$ cat config.mk
export PLATFORM = sky130hd
export DESIGN_NAME = alu_top
export DESIGN_NICKNAME = d
export VERILOG_FILES = /design/src/hdl/alu_flags_pkg.sv /design/src/hdl/alu_op_pkg.sv /design/src/hdl/alu_top.sv /design/src/hdl/cond_eval.sv /design/src/hdl/flag_gen.sv /design/src/hdl/result_stage.sv /design/src/hdl/result_unit.sv
export VERILOG_INCLUDE_DIRS = /design/src /design/src/hdl
export SDC_FILE = /design/constraint.sdc
export NUM_CORES = 1
export LEC_CHECK = 0
export CAP_MARGIN = 30
export CORE_UTILIZATION = 25
export DETAILED_ROUTE_END_ITERATION = 12
export DONT_BUFFER_PORTS = 1
export GPL_ROUTABILITY_DRIVEN = 1
export GPL_TIMING_DRIVEN = 0
export SYNTH_ARGS = -nofsm -noshare
export SYNTH_HDL_FRONTEND = slang
export SYNTH_SLANG_ARGS = --single-unit
$ cat constraint.sdc
create_clock -name clk -period 6.4 [get_ports clk]
set_input_delay 1.28 -clock clk [delete_from_list [all_inputs] [get_ports clk]]
set_output_delay 1.28 -clock clk [all_outputs]
set_load 0.01 [all_outputs]
$ cat src/hdl/alu_consts.svh
`ifndef ALU_CONSTS_SVH
`define ALU_CONSTS_SVH

// operand and result width
`define ALU_DATA_WIDTH 64

// flag vector, carry overflow adjust sign zero parity
`define ALU_FLAG_WIDTH 6

// encoded field widths
`define ALU_OP_WIDTH 4
`define ALU_COND_WIDTH 4
`define ALU_OPW_WIDTH 2
`define ALU_SRC_WIDTH 3

// slots in the registered operand sign vectors
`define ALU_SIGN_W16 0
`define ALU_SIGN_W32 1
`define ALU_SIGN_W64 2
`define ALU_SIGN_BITS 3

`endif

$ cat src/hdl/alu_flags_pkg.sv
`include "alu_consts.svh"

package alu_flags_pkg;

  // bit positions in the flag vector
  typedef enum int unsigned {
    fl_parity   = 0,
    fl_zero     = 1,
    fl_sign     = 2,
    fl_adjust   = 3,
    fl_overflow = 4,
    fl_carry    = 5
  } flag_idx_e;

  // x86 style condition codes
  typedef enum logic [`ALU_COND_WIDTH-1:0] {
    cc_z   = 4'd0,
    cc_nz  = 4'd1,
    cc_s   = 4'd2,
    cc_ns  = 4'd3,
    cc_ugt = 4'd4,
    cc_ule = 4'd5,
    cc_uge = 4'd6,
    cc_ult = 4'd7,
    cc_sgt = 4'd8,
    cc_sle = 4'd9,
    cc_sge = 4'd10,
    cc_slt = 4'd11,
    cc_o   = 4'd12,
    cc_no  = 4'd13,
    cc_p   = 4'd14,
    cc_np  = 4'd15
  } cond_e;

endpackage

$ cat src/hdl/alu_op_pkg.sv
`include "alu_consts.svh"

package alu_op_pkg;

  // operation code, as issued by the scheduler
  typedef enum logic [`ALU_OP_WIDTH-1:0] {
    op_add   = 4'd0,
    op_sub   = 4'd1,
    op_and   = 4'd2,
    op_or    = 4'd3,
    op_xor   = 4'd4,
    op_mov   = 4'd5,
    op_zxt8  = 4'd6,
    op_zxt16 = 4'd7,
    op_sxt8  = 4'd8,
    op_sxt16 = 4'd9,
    op_sxt32 = 4'd10,
    op_cmov  = 4'd11,
    op_cset  = 4'd12
  } alu_op_e;

  // operand width of the operation
  typedef enum logic [`ALU_OPW_WIDTH-1:0] {
    w16 = 2'd0,
    w32 = 2'd1,
    w64 = 2'd2
  } op_width_e;

  // which datapath block drives the result
  typedef enum logic [`ALU_SRC_WIDTH-1:0] {
    src_adder  = 3'd0,
    src_logic  = 3'd1,
    src_move   = 3'd2,
    src_extend = 3'd3,
    src_cmov   = 3'd4,
    src_cset   = 3'd5
  } res_src_e;

endpackage

$ cat src/hdl/alu_top.sv
`timescale 1ns/1ps
`include "alu_consts.svh"

module alu_top (
  input  logic                        clk,
  input  logic                        rst,
  input  logic                        data_en,
  input  alu_op_pkg::alu_op_e         op,
  input  alu_op_pkg::op_width_e       width,
  input  alu_flags_pkg::cond_e        cond,
  input  logic                        set_flags,
  input  logic [`ALU_DATA_WIDTH-1:0]  a,
  input  logic [`ALU_DATA_WIDTH-1:0]  b,
  input  logic [`ALU_FLAG_WIDTH-1:0]  flags_in,
  input  logic                        thread,
  input  logic                        except,
  input  logic                        except_thread,
  output logic                        ret_en,
  output logic [`ALU_DATA_WIDTH-1:0]  ret_result,
  output logic [`ALU_FLAG_WIDTH-1:0]  ret_flags,
  output logic                        ret_sets_flags
);

  logic                        take;
  logic [`ALU_DATA_WIDTH-1:0]  result;
  logic                        carry4;
  logic                        carry16;
  logic                        carry32;
  logic                        carry64;

  alu_op_pkg::alu_op_e         r_op;
  alu_op_pkg::op_width_e       r_width;
  logic                        r_set_flags;
  logic                        r_carry4;
  logic                        r_carry16;
  logic                        r_carry32;
  logic                        r_carry64;
  logic [`ALU_SIGN_BITS-1:0]   r_sign_a;
  logic [`ALU_SIGN_BITS-1:0]   r_sign_b;

  cond_eval cond_eval0 (
    .flags_in (flags_in),
    .cond     (cond),
    .take     (take)
  );

  result_unit result_unit0 (
    .op      (op),
    .width   (width),
    .take    (take),
    .a       (a),
    .b       (b),
    .result  (result),
    .carry4  (carry4),
    .carry16 (carry16),
    .carry32 (carry32),
    .carry64 (carry64)
  );

  // result register doubles as the return bus
  result_stage result_stage0 (
    .clk           (clk),
    .rst           (rst),
    .data_en       (data_en),
    .op            (op),
    .width         (width),
    .set_flags     (set_flags),
    .thread        (thread),
    .except        (except),
    .except_thread (except_thread),
    .a             (a),
    .b             (b),
    .result        (result),
    .carry4        (carry4),
    .carry16       (carry16),
    .carry32       (carry32),
    .carry64       (carry64),
    .r_op          (r_op),
    .r_width       (r_width),
    .r_set_flags   (r_set_flags),
    .r_result      (ret_result),
    .r_carry4      (r_carry4),
    .r_carry16     (r_carry16),
    .r_carry32     (r_carry32),
    .r_carry64     (r_carry64),
    .r_sign_a      (r_sign_a),
    .r_sign_b      (r_sign_b),
    .ret_en        (ret_en)
  );

  flag_gen flag_gen0 (
    .r_op           (r_op),
    .r_width        (r_width),
    .r_set_flags    (r_set_flags),
    .r_result       (ret_result),
    .r_carry4       (r_carry4),
    .r_carry16      (r_carry16),
    .r_carry32      (r_carry32),
    .r_carry64      (r_carry64),
    .r_sign_a       (r_sign_a),
    .r_sign_b       (r_sign_b),
    .ret_flags      (ret_flags),
    .ret_sets_flags (ret_sets_flags)
  );

endmodule

$ cat src/hdl/cond_eval.sv
`timescale 1ns/1ps
`include "alu_consts.svh"

module cond_eval (
  input  logic [`ALU_FLAG_WIDTH-1:0] flags_in,
  input  alu_flags_pkg::cond_e       cond,
  output logic                       take
);
  import alu_flags_pkg::*;

  logic cf;
  logic of;
  logic sf;
  logic zf;
  logic pf;
  logic lt; // signed less than

  assign cf = flags_in[fl_carry];
  assign of = flags_in[fl_overflow];
  assign sf = flags_in[fl_sign];
  assign zf = flags_in[fl_zero];
  assign pf = flags_in[fl_parity];
  assign lt = sf ^ of;

  always_comb begin
    take = 1'b0;
    case (cond)
      cc_z:   take = zf;
      cc_nz:  take = ~zf;
      cc_s:   take = sf;
      cc_ns:  take = ~sf;
      cc_ugt: take = ~(cf | zf);
      cc_ule: take = cf | zf;
      cc_uge: take = ~cf;
      cc_ult: take = cf;
      cc_sgt: take = ~(lt | zf);
      cc_sle: take = lt | zf;
      cc_sge: take = ~lt;
      cc_slt: take = lt;
      cc_o:   take = of;
      cc_no:  take = ~of;
      cc_p:   take = pf;
      cc_np:  take = ~pf;
    endcase
  end

endmodule

$ cat src/hdl/flag_gen.sv
`timescale 1ns/1ps
`include "alu_consts.svh"

module flag_gen (
  input  alu_op_pkg::alu_op_e         r_op,
  input  alu_op_pkg::op_width_e       r_width,
  input  logic                        r_set_flags,
  input  logic [`ALU_DATA_WIDTH-1:0]  r_result,
  input  logic                        r_carry4,
  input  logic                        r_carry16,
  input  logic                        r_carry32,
  input  logic                        r_carry64,
  input  logic [`ALU_SIGN_BITS-1:0]   r_sign_a,
  input  logic [`ALU_SIGN_BITS-1:0]   r_sign_b,
  output logic [`ALU_FLAG_WIDTH-1:0]  ret_flags,
  output logic                        ret_sets_flags
);
  import alu_op_pkg::*;
  import alu_flags_pkg::*;

  logic is_sub;
  logic is_arith;
  logic is_logic;
  logic carry_w;  // carry tap at the op width
  logic sign_a;
  logic sign_b;
  logic sign_r;
  logic zero_r;
  logic ovf;
  logic [`ALU_FLAG_WIDTH-1:0] flags;

  assign is_sub   = (r_op == op_sub);
  assign is_arith = (r_op == op_add) || is_sub;
  assign is_logic = (r_op == op_and) || (r_op == op_or) || (r_op == op_xor);

  always_comb begin
    case (r_width)
      w16: begin
        carry_w = r_carry16;
        sign_a  = r_sign_a[`ALU_SIGN_W16];
        sign_b  = r_sign_b[`ALU_SIGN_W16];
        sign_r  = r_result[15];
        zero_r  = (r_result[15:0] == 16'd0);
      end
      w32: begin
        carry_w = r_carry32;
        sign_a  = r_sign_a[`ALU_SIGN_W32];
        sign_b  = r_sign_b[`ALU_SIGN_W32];
        sign_r  = r_result[31];
        zero_r  = (r_result[31:0] == 32'd0);
      end
      default: begin
        carry_w = r_carry64;
        sign_a  = r_sign_a[`ALU_SIGN_W64];
        sign_b  = r_sign_b[`ALU_SIGN_W64];
        sign_r  = r_result[`ALU_DATA_WIDTH-1];
        zero_r  = (r_result == '0);
      end
    endcase
  end

  // subtract overflows when signs differ and result leaves a's sign
  assign ovf = is_sub ? ((sign_a != sign_b) && (sign_r != sign_a)) :
                        ((sign_a == sign_b) && (sign_r != sign_a));

  always_comb begin
    flags                = '0;
    flags[fl_sign]       = sign_r;
    flags[fl_zero]       = zero_r;
    flags[fl_parity]     = ~^r_result[7:0];
    if (is_arith) begin
      flags[fl_carry]    = carry_w ^ is_sub; // borrow on subtract
      flags[fl_adjust]   = r_carry4 ^ is_sub;
      flags[fl_overflow] = ovf;
    end
  end

  assign ret_sets_flags = r_set_flags && (is_arith || is_logic);
  assign ret_flags      = ret_sets_flags ? flags : '0;

endmodule

$ cat src/hdl/result_stage.sv
`timescale 1ns/1ps
`include "alu_consts.svh"

module result_stage (
  input  logic                        clk,
  input  logic                        rst,
  input  logic                        data_en,
  input  alu_op_pkg::alu_op_e         op,
  input  alu_op_pkg::op_width_e       width,
  input  logic                        set_flags,
  input  logic                        thread,
  input  logic                        except,
  input  logic                        except_thread,
  input  logic [`ALU_DATA_WIDTH-1:0]  a,
  input  logic [`ALU_DATA_WIDTH-1:0]  b,
  input  logic [`ALU_DATA_WIDTH-1:0]  result,
  input  logic                        carry4,
  input  logic                        carry16,
  input  logic                        carry32,
  input  logic                        carry64,
  output alu_op_pkg::alu_op_e         r_op,
  output alu_op_pkg::op_width_e       r_width,
  output logic                        r_set_flags,
  output logic [`ALU_DATA_WIDTH-1:0]  r_result,
  output logic                        r_carry4,
  output logic                        r_carry16,
  output logic                        r_carry32,
  output logic                        r_carry64,
  output logic [`ALU_SIGN_BITS-1:0]   r_sign_a,
  output logic [`ALU_SIGN_BITS-1:0]   r_sign_b,
  output logic                        ret_en
);
  import alu_op_pkg::*;

  logic except_q;
  logic except_thread_q;
  logic inhibit;

  // exception now or one edge ago on this thread
  assign inhibit = (except && (except_thread == thread)) ||
                   (except_q && (except_thread_q == thread));

  always_ff @(posedge clk) begin
    if (rst) begin
      ret_en          <= 1'b0;
      r_set_flags     <= 1'b0;
      r_op            <= op_add;
      r_width         <= w64;
      except_q        <= 1'b0;
      except_thread_q <= 1'b0;
    end else begin
      ret_en          <= data_en & ~inhibit;
      r_set_flags     <= set_flags & data_en;
      r_op            <= op;
      r_width         <= width;
      except_q        <= except;
      except_thread_q <= except_thread;
    end
  end

  always_ff @(posedge clk) begin
    r_result  <= result;
    r_carry4  <= carry4;
    r_carry16 <= carry16;
    r_carry32 <= carry32;
    r_carry64 <= carry64;
    r_sign_a[`ALU_SIGN_W16] <= a[15];
    r_sign_a[`ALU_SIGN_W32] <= a[31];
    r_sign_a[`ALU_SIGN_W64] <= a[`ALU_DATA_WIDTH-1];
    r_sign_b[`ALU_SIGN_W16] <= b[15];
    r_sign_b[`ALU_SIGN_W32] <= b[31];
    r_sign_b[`ALU_SIGN_W64] <= b[`ALU_DATA_WIDTH-1];
  end

endmodule

$ cat src/hdl/result_unit.sv
`timescale 1ns/1ps
`include "alu_consts.svh"

module result_unit (
  input  alu_op_pkg::alu_op_e         op,
  input  alu_op_pkg::op_width_e       width,
  input  logic                        take,
  input  logic [`ALU_DATA_WIDTH-1:0]  a,
  input  logic [`ALU_DATA_WIDTH-1:0]  b,
  output logic [`ALU_DATA_WIDTH-1:0]  result,
  output logic                        carry4,
  output logic                        carry16,
  output logic                        carry32,
  output logic                        carry64
);
  import alu_op_pkg::*;

  localparam int DW = `ALU_DATA_WIDTH;

  logic          sub;
  logic [DW-1:0] b_add;
  logic [DW:0]   sum;
  logic [DW-1:0] carry_in; // carry into each bit position

  res_src_e      src;
  logic [DW-1:0] logic_val;
  logic [DW-1:0] ext_val;
  logic [DW-1:0] raw;

  // subtract as a + ~b + 1
  assign sub   = (op == op_sub);
  assign b_add = sub ? ~b : b;
  assign sum   = {1'b0, a} + {1'b0, b_add} + {{DW{1'b0}}, sub};

  assign carry_in = a ^ b_add ^ sum[DW-1:0];

  assign carry4  = carry_in[4];  // out of bit 3
  assign carry16 = carry_in[16];
  assign carry32 = carry_in[32];
  assign carry64 = sum[DW];

  always_comb begin
    src = src_logic;
    case (op)
      op_add, op_sub:           src = src_adder;
      op_and, op_or, op_xor:    src = src_logic;
      op_mov:                   src = src_move;
      op_zxt8, op_zxt16:        src = src_extend;
      op_sxt8, op_sxt16,
      op_sxt32:                 src = src_extend;
      op_cmov:                  src = src_cmov;
      op_cset:                  src = src_cset;
      default:                  src = src_logic;
    endcase
  end

  always_comb begin
    case (op)
      op_or:   logic_val = a | b;
      op_xor:  logic_val = a ^ b;
      default: logic_val = a & b;
    endcase
  end

  // extension source is always b
  always_comb begin
    case (op)
      op_zxt8:  ext_val = {{(DW-8){1'b0}}, b[7:0]};
      op_zxt16: ext_val = {{(DW-16){1'b0}}, b[15:0]};
      op_sxt8:  ext_val = {{(DW-8){b[7]}}, b[7:0]};
      op_sxt16: ext_val = {{(DW-16){b[15]}}, b[15:0]};
      default:  ext_val = {{(DW-32){b[31]}}, b[31:0]};
    endcase
  end

  always_comb begin
    case (src)
      src_adder:  raw = sum[DW-1:0];
      src_logic:  raw = logic_val;
      src_move:   raw = b;
      src_extend: raw = ext_val;
      src_cmov:   raw = take ? b : a;
      src_cset:   raw = {{(DW-1){1'b0}}, take};
      default:    raw = logic_val;
    endcase
  end

  // width shaping, extensions produce a full register
  always_comb begin
    if (src == src_extend) begin
      result = raw;
    end else begin
      case (width)
        w16:     result = {a[DW-1:16], raw[15:0]}; // merge into a
        w32:     result = {{(DW-32){1'b0}}, raw[31:0]};
        default: result = raw;
      endcase
    end
  end

endmodule

After elaboration in Yosys (flattened, before gate mapping)
Memory sizes are Yosys's and may differ from the RTL's.
Index checks and enable logic that the tools add are counted.
{"block": "word_totals", "reg_bits": 84, "mem_bits_ro": 48, "in_bits": 151, "mem_count": 1}
{"block": "op_classes", "n_addsub": 2, "eq_ne": 37, "muxes": 16, "n_bitwise": 22, "reduce_logical": 19}
{"memory": "(no name shown)", "depth": 16, "word_bits": 3, "read_ports": 1, "rd_ports_with_merged_regs": 0, "write_ports": 0, "line_no": "result_unit.sv:44", "text": "case (op)"}
{"operator": "64-bit one-hot mux with 5 select lines", "n": 1}
{"operator": "64-bit one-hot mux with 2 select lines", "n": 2}
{"operator": "64-bit one-hot mux with 4 select lines", "n": 1}
{"operator": "64-bit 2-to-1 mux", "n": 3}
{"operator": "33-bit XOR", "n": 2}
{"operator": "64-bit by 64-bit adder with 65-bit output", "n": 1}
{"operator": "65-bit by 1-bit adder with 65-bit output", "n": 1}
{"operator": "64-bit AND", "n": 1}
{"operator": "64-bit logical NOT", "n": 1}
{"operator": "64-bit NOT", "n": 1}
{"operator": "64-bit bitwise OR", "n": 1}
{"operator": "64-bit XOR", "n": 1}
{"operator": "4-bit equality test, second input constant", "n": 10}
{"operator": "4-bit by 3-bit equality test with 1-bit output, second input constant", "n": 8}
{"operator": "32-bit logical NOT", "n": 1}
{"operator": "4-bit by 2-bit equality test with 1-bit output, second input constant", "n": 5}
{"operator": "16-bit logical NOT", "n": 1}
{"operator": "1-bit one-hot mux with 16 select lines", "n": 1}
{"operator": "4-bit by 1-bit equality test with 1-bit output, second input constant", "n": 3}
{"operator": "1-bit one-hot mux with 2 select lines", "n": 5}
{"operator": "1-bit NOT", "n": 9}
{"operator": "4-bit logical NOT", "n": 2}
{"operator": "8-bit XNOR reduction", "n": 1}
{"operator": "3-bit by 2-bit equality test with 1-bit output, second input constant", "n": 2}
{"operator": "14 further kinds", "n": 32}

Longest topological paths before layout
Gate-level depths: netlist of the first run.
{"block": "logic_depth", "word_depth": 8, "ltp_mapped": 17, "ltp_nobuf": 14}

Cells and area by module
A second synthesis of the first run with hierarchy kept.
{"block": "unflattened", "cells_unflattened": 1597, "hier_area_um2": 11912.7}
{"module": "result_unit", "n_inst": 1, "cells_per_inst": 1418, "area_per_inst_um2": 9587.9}
{"module": "result_stage", "n_inst": 1, "cells_per_inst": 101, "area_per_inst_um2": 1780.5}
{"module": "flag_gen", "n_inst": 1, "cells_per_inst": 65, "area_per_inst_um2": 446.7}
{"module": "cond_eval", "n_inst": 1, "cells_per_inst": 13, "area_per_inst_um2": 97.6}

Worst setup path after synthesis of the first run
No wires, ideal clock.
{"block": "synth_path", "path_kind": "input to register", "from": "input op[1]", "to": "register result_stage0.r_result[62]", "setup_ns": 0.084, "t_arrival_ns": 5.290, "required_ns": 6.316, "path_slack_ns": 1.026, "path_stages": 16, "n_path_buf": 3, "path_cell_list": "buf_2 -> nor4b_2 -> clkbuf_1 -> clkbuf_1 -> mux2i_1 -> fa_1 -> and2b_1 -> o2111ai_2 -> a21oi_2 -> a211oi_2 -> o311a_4 -> or4_4 -> a21oi_4 -> o211ai_2 -> and3_4 -> o31ai_2"}
{"block": "synth_between", "elab_chain_cells": 7, "elab_cells_between_ends": 21, "cone_classes": "2 x add/sub; 11 x eq/ne; 6 x mux; 1 x reduce/logical; 1 x memory"}
{"item": "start: declaration", "line_no": "alu_top.sv:8", "text": "input alu_op_pkg::alu_op_e op,"}
{"item": "4-bit by 1-bit equality test with 1-bit output", "line_no": "result_unit.sv:31", "text": "assign sub = (op == op_sub);"}
{"item": "64-bit 2-to-1 mux", "line_no": "result_unit.sv:32", "text": "assign b_add = sub ? ~b : b;"}
{"item": "64-bit by 64-bit adder with 65-bit output", "line_no": "result_unit.sv:33", "text": "assign sum = {1'b0, a} + {1'b0, b_add} + {{DW{1'b0}}, sub};"}
{"item": "65-bit by 1-bit adder with 65-bit output", "line_no": "result_unit.sv:33"}
{"item": "64-bit one-hot mux with 5 select lines", "line_no": "result_unit.sv:77", "text": "case (src)"}
{"item": "64-bit one-hot mux with 2 select lines", "line_no": "result_unit.sv:93", "text": "case (width)"}
{"item": "64-bit 2-to-1 mux (*)", "line_no": "result_unit.sv:90", "text": "if (src == src_extend) begin"}
{"item": "named net result[62]", "line_no": "alu_top.sv:25", "text": "logic [`ALU_DATA_WIDTH-1:0] result;"}
{"item": "end signal: assignment", "line_no": "result_stage.sv:62", "text": "r_result <= result;"}
{"item": "end: declaration", "line_no": "result_stage.sv:24", "text": "output logic [`ALU_DATA_WIDTH-1:0] r_result,"}
Mark *: on every way through the listed nets, which the timed path passes. The rest lies on a longest branch.
A chain may end at the register's enable or synchronous reset.

Final worst setup path of the first run
{"block": "layout_path", "from": "input op[1]", "to": "register result_stage0.r_result[36]"}
Same word-level chain as after synthesis.

==> results.json, run 1 <==
{
  "grt.total_usage": 0.222,
  "antenna_found_initial": 0,
  "power.share.combinational": 0.462,
  "syn_to_final_growth_pct": 9.54,
  "finalHoldViolCount": 0,
  "synth_top_area_share": 0.207,
  "leakagePower_nw": 5.76,
  "drt_first_pass_iters": 6,
  "crit_type": "in2reg",
  "yosys_warnings": 0,
  "critPathRequiredTime_ns": 6.68,
  "clock_path_buffers": 2,
  "synth_edf_count": 0,
  "cts_tree": "yes",
  "synth_compound_area_frac": 0.320,
  "post-route-period-util": 0.943,
  "gp_congestion": 0.947,
  "sw_frac_of_total": 0.460,
  "clk_pin_slew_ns": 0.09,
  "ys_async_sr_fraction": 0,
  "status": "complete, no violations",
  "switchingPower_mw": 1.10,
  "powerDensity_mw_per_mm2": 177,
  "drtAntennaViolNets": 0,
  "finalCriticalPeriod_ns": 6.03,
  "maxCapViolations": 0,
  "yosysSeqAreaShare": 0.136,
  "cts_made_buffers": 9,
  "use_met2": 0.368,
  "cts_sinks": 84,
  "ys_ff_latch": 84,
  "critPathMaxFanout": 10,
  "start_util": 0.253,
  "grt_use_met1": 0.253,
  "synth_cell_types": 80,
  "multi_input_comb_area_mm2": 0.00962,
  "n_fill_cell": 5405,
  "ctsHoldBuffers": 0,
  "worstHoldPathType": "reg2reg",
  "ioPinCount": 223,
  "coreArea_mm2": 0.0488,
  "fin_tns_setup_ns": 0,
  "syn_nets": 2051,
  "final_util": 0.277,
  "cp-start-kind": "input pin",
  "clkPwrFrac": 0.243,
  "overflow": 0,
  "vias": 13260,
  "synth_commonest_cells": "205 x a21oi_1, 204 x ha_1, 164 x inv_1",
  "synth-adder-area-share": 0.209,
  "die_w_um": 224,
  "worst_pin_slew_ns": 1.13,
  "synth_xor_area_frac": 0.0845,
  "io_buffers": 0,
  "cts_setup_buffers": 0,
  "grt_pass1_vias": 12975,
  "die-area_mm2": 0.0502,
  "seqCellArea_mm2": 0.00168,
  "skew_ns": 0.0000221,
  "busiest_layer": "met2",
  "synthFlopType": "dfxtp_1",
  "synth.top_cells.by_area": "ha_1 21%, dfxtp_1 14%, a21oi_1 8.3%",
  "internal_power_mw": 1.29,
  "irDropWorstVdd_v": 0.000139,
  "drtIter0Drc": 1394,
  "wl_per_cell_um": 23.9,
  "synth_most_common_cell": "a21oi_1",
  "max_freq_mhz": 166,
  "max_slew_margin": 0.245,
  "htreeDepth": 3,
  "drive_above_1_share": 0.0373,
  "global_route.usage.met3": 0.0757,
  "nets": 2066,
  "cp.arrival_ns": 6.32,
  "finalSetupViolations": 0,
  "via_per_inst": 5.57,
  "synth_top_cell_by_area": "ha_1",
  "cts_root_buf": "clkbuf_16",
  "drc_errors": 0,
  "dp_hpwl_mm": 45.8,
  "synthMuxAreaShare": 0.00903,
  "die_height_um": 224,
  "rsz0062_at_grt": "no",
  "slew_viol_final": 0,
  "num_rows": 81,
  "grt_max_degree": 19,
  "insertion_delay_ns": 0.41,
  "p_seq_frac": 0.295,
  "synth_area_per_cell_um2": 7.28,
  "synth_top_family_by_area": "compound AO/OA/AOI/OAI gates",
  "crit_path_end_kind": "flop",
  "wl_mm": 56.9,
  "grt_pass1_wl_mm": 82.6,
  "synth_simple_gate_area_share": 0.158,
  "synthesis.area_mm2": 0.0123,
  "syn_inst": 1695
}
## worst max-delay path, stage by stage
cell,delay (ns)
buf_2,0.17
nor4b_2,0.35
clkbuf_1,0.62
clkbuf_2,0.49
mux2i_1,0.17
fa_1,0.46
and2b_1,0.25
o2111ai_2,0.14
a21oi_2,0.26
a21oi_1,0.16
o21ai_0,0.74
a21oi_1,0.22
o21ai_1,0.53
a21o_1,0.21
xnor2_1,0.14
o21ai_0,0.09
## layer usage
metal | part of all wire | vias up | wire length [um]
li1 | - | 6189 | -
met1 | 0.40 | 6339 | 22500
met2 | 0.46 | 617 | 26100
met3 | 0.10 | 115 | 5810
met4 | 0.044 | 0 | 2510
met5 | 0 | - | 0
## timing repair
item	4_1_cts	5_1_grt
hold endpoints to repair	0	0
resized for setup	1	9
gates cloned	0	0
endpoints found under the setup margin	1	7
## layout make-up
| type | instances | area share |
|---|---|---|
| clock buffer | 9 | 0.0167 |
| buffer | 105 | 0.0316 |
| multi-input combinational | 1342 | 0.712 |
| sequential | 84 | 0.124 |
| timing repair buffer | 4 | 0.00315 |
| antenna | 1 | 0.000185 |
| inverter | 164 | 0.0456 |
| clock inverter | 7 | 0.00528 |
| tap | 664 | 0.0615 |
## registers in the layout, indices dropped and copies added, names as in the netlist
signal                         count
result_stage0.except_q             1
result_stage0.except_thread_q      1
result_stage0.r_carry16            1
result_stage0.r_carry32            1
result_stage0.r_carry4             1
result_stage0.r_carry64            1
result_stage0.r_op                 4
result_stage0.r_result            64
result_stage0.r_set_flags          1
result_stage0.r_sign_a             3
result_stage0.r_sign_b             3
result_stage0.r_width              2
result_stage0.ret_en               1
## stage by stage
| step | cell area, um^2 | power (mW) | hold slack (ns) | setup slack, ns | instances |
|---|---|---|---|---|---|
| floorplan | 12300 | 1.46 | 0.574 | 1.03 | 1695 |
| global placement | 13200 | 1.78 | 0.609 | -0.529 | 2359 |
| detailed placement | 13200 | 1.79 | 0.653 | -0.523 | 2363 |
| CTS | 13500 | 2.38 | 0.666 | 0.131 | 2379 |
| global route | 13500 | 2.53 | 0.722 | 0.126 | 2379 |
| finish | 13500 | 2.39 | 0.662 | 0.367 | 2380 |
## cell families (layout without fill, tap and decap cells)
logic type / after synthesis / after routing
flops: 84 / 84
fa+ha+maj: 205 / 205
simple gates: 407 / 407
xor+xnor: 119 / 119
mux: 11 / 11
buf+inv: 269 / 289
other cells: 0 / 1
compound gates: 600 / 600
## cell usage in the layout (no fill, tap or decap), types with 19 or more instances in the layout
master	netlist	layout
a21oi_1	205	205
ha_1	204	204
inv_1	164	164
nor2_1	139	139
o21ai_0	112	111
nand2_1	102	102
xnor2_1	94	94
a221oi_1	87	87
dfxtp_1	84	84
clkbuf_1	80	77
nand4_1	33	33
a211oi_1	32	32
a21o_1	26	26
xor2_1	25	25
nor3_1	24	24
nor4_1	21	21
nand3_1	19	19
## power groups by stage
stage               Clock [mW]  Combinational, mW  Sequential [mW]
floorplan                    0              0.781            0.682
global placement             0               1.06            0.719
detailed placement           0               1.08            0.719
CTS                      0.592               1.08            0.707
global route             0.605               1.21            0.715
finish                   0.579               1.10            0.705
## worst paths after layout
check | from | end | slack [ns] | cells past startpoint
setup / recovery | op[1] | result_stage0.r_result[36] | 0.37 | 16
hold / removal | result_stage0.except_q | result_stage0.ret_en | 0.66 | 3
setup reg to reg | result_stage0.except_thread_q | result_stage0.ret_en | 5.47 | 4
hold reg to reg | result_stage0.except_q | result_stage0.ret_en | 0.66 | 3
(Power assumes the default switching activity.)
==> run 2, diff against run 1 <==
SYNTH_HIERARCHICAL = 1   (was default)
==> run 2 against run 1 <==
Effect of this change: the flow now finishes with violations (design-rule violations); die area fell by 3.4%; clock skew barely moved; worst setup slack worse by 0.18 ns; sequential cell count unchanged; critical endpoint is now result_stage0/r_result[63].
==> results.json, run 2 <==
{
  "status": "finished, violations left",
  "violations": "design-rule violations",
  "cts_made_buffers": 9,
  "synth_cell_types": 69,
  "reg2reg_depth": 3,
  "rsz0062_at_grt": "no",
  "coreArea_mm2": 0.0468,
  "final_cells": 2222,
  "grt_pass1_wl_mm": 76.1,
  "clock_path_buffers": 2,
  "cts_setup_buffers": 0,
  "clk_pin_slew_ns": 0.07,
  "crit_path_end_kind": "flop",
  "r2r_slack_ns": 5.51,
  "drc_errors": 15,
  "wl_mm": 52.4,
  "ys_ff_latch": 84,
  "synthesis.area_mm2": 0.0119,
  "drive_above_1_share": 0.0254,
  "ioPinCount": 223,
  "timing.rr.end": "result_stage0/ret_en",
  "max_freq_mhz": 161,
  "cp-start-kind": "input pin",
  "finalHoldViolCount": 0,
  "finalInstanceArea_mm2": 0.0130,
  "die_w_um": 220,
  "post-route-period-util": 0.971,
  "final_common_cell": "ha_1",
  "syn_inst": 1597,
  "seqCellArea_mm2": 0.00168,
  "ctsHoldBuffers": 0,
  "antenna_found_initial": 0,
  "cts_sinks": 84,
  "r2r-start": "result_stage0/except_thread_q",
  "vias": 12566,
  "drtAntennaViolNets": 0,
  "n_fill_cell": 5050,
  "gp_congestion": 0.951,
  "yosysSeqAreaShare": 0.141,
  "finalSetupViolations": 0,
  "die_height_um": 220,
  "place_ws_ns": -0.380,
  "synth_most_common_cell": "ha_1",
  "finalCriticalPeriod_ns": 6.22,
  "worst_slack_ns": 0.184,
  "cts_tree": "yes",
  "holdPathStages": 3,
  "synth.top_cells.by_area": "ha_1 22%, dfxtp_1 14%, a221oi_1 7.5%",
  "via_per_inst": 5.66,
  "nets": 1967,
  "cts_resized": 0,
  "holdWs_ns": 0.584,
  "yosys_warnings": 6,
  "powerDensity_mw_per_mm2": 178,
  "synthFlopType": "dfxtp_1",
  "synth_area_per_cell_um2": 7.46,
  "wl_per_cell_um": 23.6,
  "maxCapViolations": 0,
  "largest_register_ffs": 64,
  "antennaDiodeCount": 0,
  "max_slew_margin": 0.290,
  "syn_nets": 1954,
  "slew_viol_final": 0,
  "grt_max_degree": 16,
  "grt_pass1_vias": 11973,
  "cp.arrival_ns": 6.50,
  "worst_pin_slew_ns": 1.06,
  "crit_type": "in2reg",
  "cts_root_buf": "clkbuf_16",
  "post_dp_cell_area_mm2": 0.0127,
  "multi_input_comb_area_mm2": 0.00921,
  "final_cell_mix": "205 x ha_1, 172 x a21oi_1, 162 x inv_1, 106 x nor2_1, 102 x a221oi_1",
  "start_util": 0.255,
  "htreeDepth": 3,
  "ys_async_sr_fraction": 0,
  "grt.total_usage": 0.212,
  "reg_top3": "result_stage0/r_result x64, result_stage0/r_op x4",
  "drt_first_pass_iters": 10,
  "top_register": "result_stage0/r_result",
  "synth_commonest_cells": "205 x ha_1, 173 x a21oi_1, 162 x inv_1",
  "overflow": 0,
  "skew_ns": 0.000101,
  "irDropWorstVdd_v": 0.000142,
  "die-area_mm2": 0.0485,
  "insertion_delay_ns": 0.38,
  "critPathMaxFanout": 10,
  "dp_cells": 2206,
  "drtIter0Drc": 1137,
  "worstHoldStart": "result_stage0/except_thread_q",
  "io_buffers": 0,
  "num_rows": 79,
  "dp_hpwl_mm": 42.4,
  "worstHoldPathType": "reg2reg",
  "syn_to_final_growth_pct": 9.05,
  "min_to": "result_stage0/ret_en",
  "synth_top_area_share": 0.215,
  "critPathRequiredTime_ns": 6.69,
  "leakagePower_nw": 5.64,
  "synth_top_cell_by_area": "ha_1",
  "synth_edf_count": 0,
  "p_total_mw": 2.31
}
[run 2: changes by cell type after synthesis, sizes merged, moves of 16 or more]
cell / before / now
a21oi: 207 / 174
a31oi: 12 / 28
clkbuf: 80 / 98
nor2: 139 / 106
o21ai: 122 / 92
[run 2: layout make-up]
class,count,share of cell area
multi-input cells,1243,0.709
clock inverters,5,0.00327
repair buffers,2,0.000963
clock buffers,11,0.0195
well taps,607,0.0585
flip-flops and latches,84,0.129
plain buffers,108,0.0324
inverters,162,0.0468
[run 2: cell families (layout without fill, tap and decap cells)]
group                      count (synthesis)  after routing  synth area share
DFF                                       84             84             0.141
xor gates and xnor gates                 128            128            0.0941
and+or+nand+nor                          339            339             0.137
AOI/OAI and AO/OA                        561            561             0.317
buffers and inverters                    270            288            0.0861
muxes                                      9              9           0.00767
adders and majority gates                206            206             0.217
[run 2: where the power goes]
group	internal (mW)	leakage, nW	switching [mW]
logic	0.396	4.79	0.640
clock network	0.290	0.148	0.275
registers	0.600	0.705	0.111
total	1.29	5.64	1.03
[run 2: metrics by stage]
step	util	setup TNS (ns)
CTS	0.278	0
finish	0.278	0
global placement	0.271	-0.848
global route	0.278	0
detailed placement	0.271	-0.898
floorplan	-	0
[run 2: per-layer routing]
| metal | GRT usage | part of all wire |
|---|---|---|
| met5 | 0 | 0 |
| met4 | 0.120 | 0.050 |
| met3 | 0.0650 | 0.11 |
| met2 | 0.325 | 0.44 |
| met1 | 0.263 | 0.41 |
[run 2: worst max-delay path by stage]
| stage | startpoint | endpoint | slack (ns) | cells after the start |
|---|---|---|---|---|
| 4_1_cts | op[1] | result_stage0/r_carry64 | 0.02 | 16 |
| 3_5_place_dp | op[1] | result_stage0/r_carry64 | -0.38 | 16 |
| 3_3_place_gp | op[1] | result_stage0/r_carry64 | -0.38 | 16 |
| 6_report | op[1] | result_stage0/r_result[63] | 0.18 | 17 |
| 5_1_grt | op[1] | result_stage0/r_result[63] | 0.005 | 17 |
| 2_1_floorplan | op[1] | result_stage0/r_carry64 | 1.21 | 16 |
[run 2: critical path, stage by stage]
cell and delay [ns]:
buf_6 0.11, or4b_4 0.52, clkbuf_1 0.41, clkbuf_1 0.52
xnor2_1 0.25, ha_1 0.30, clkbuf_1 0.37, nand2_1 0.22
nor4_1 0.37, nand2_1 0.12, o32ai_2 0.33, o31ai_1 0.23
o311a_1 0.45, nor3_1 0.39, a21oi_1 0.19, xor2_1 0.18
o31ai_1 0.24
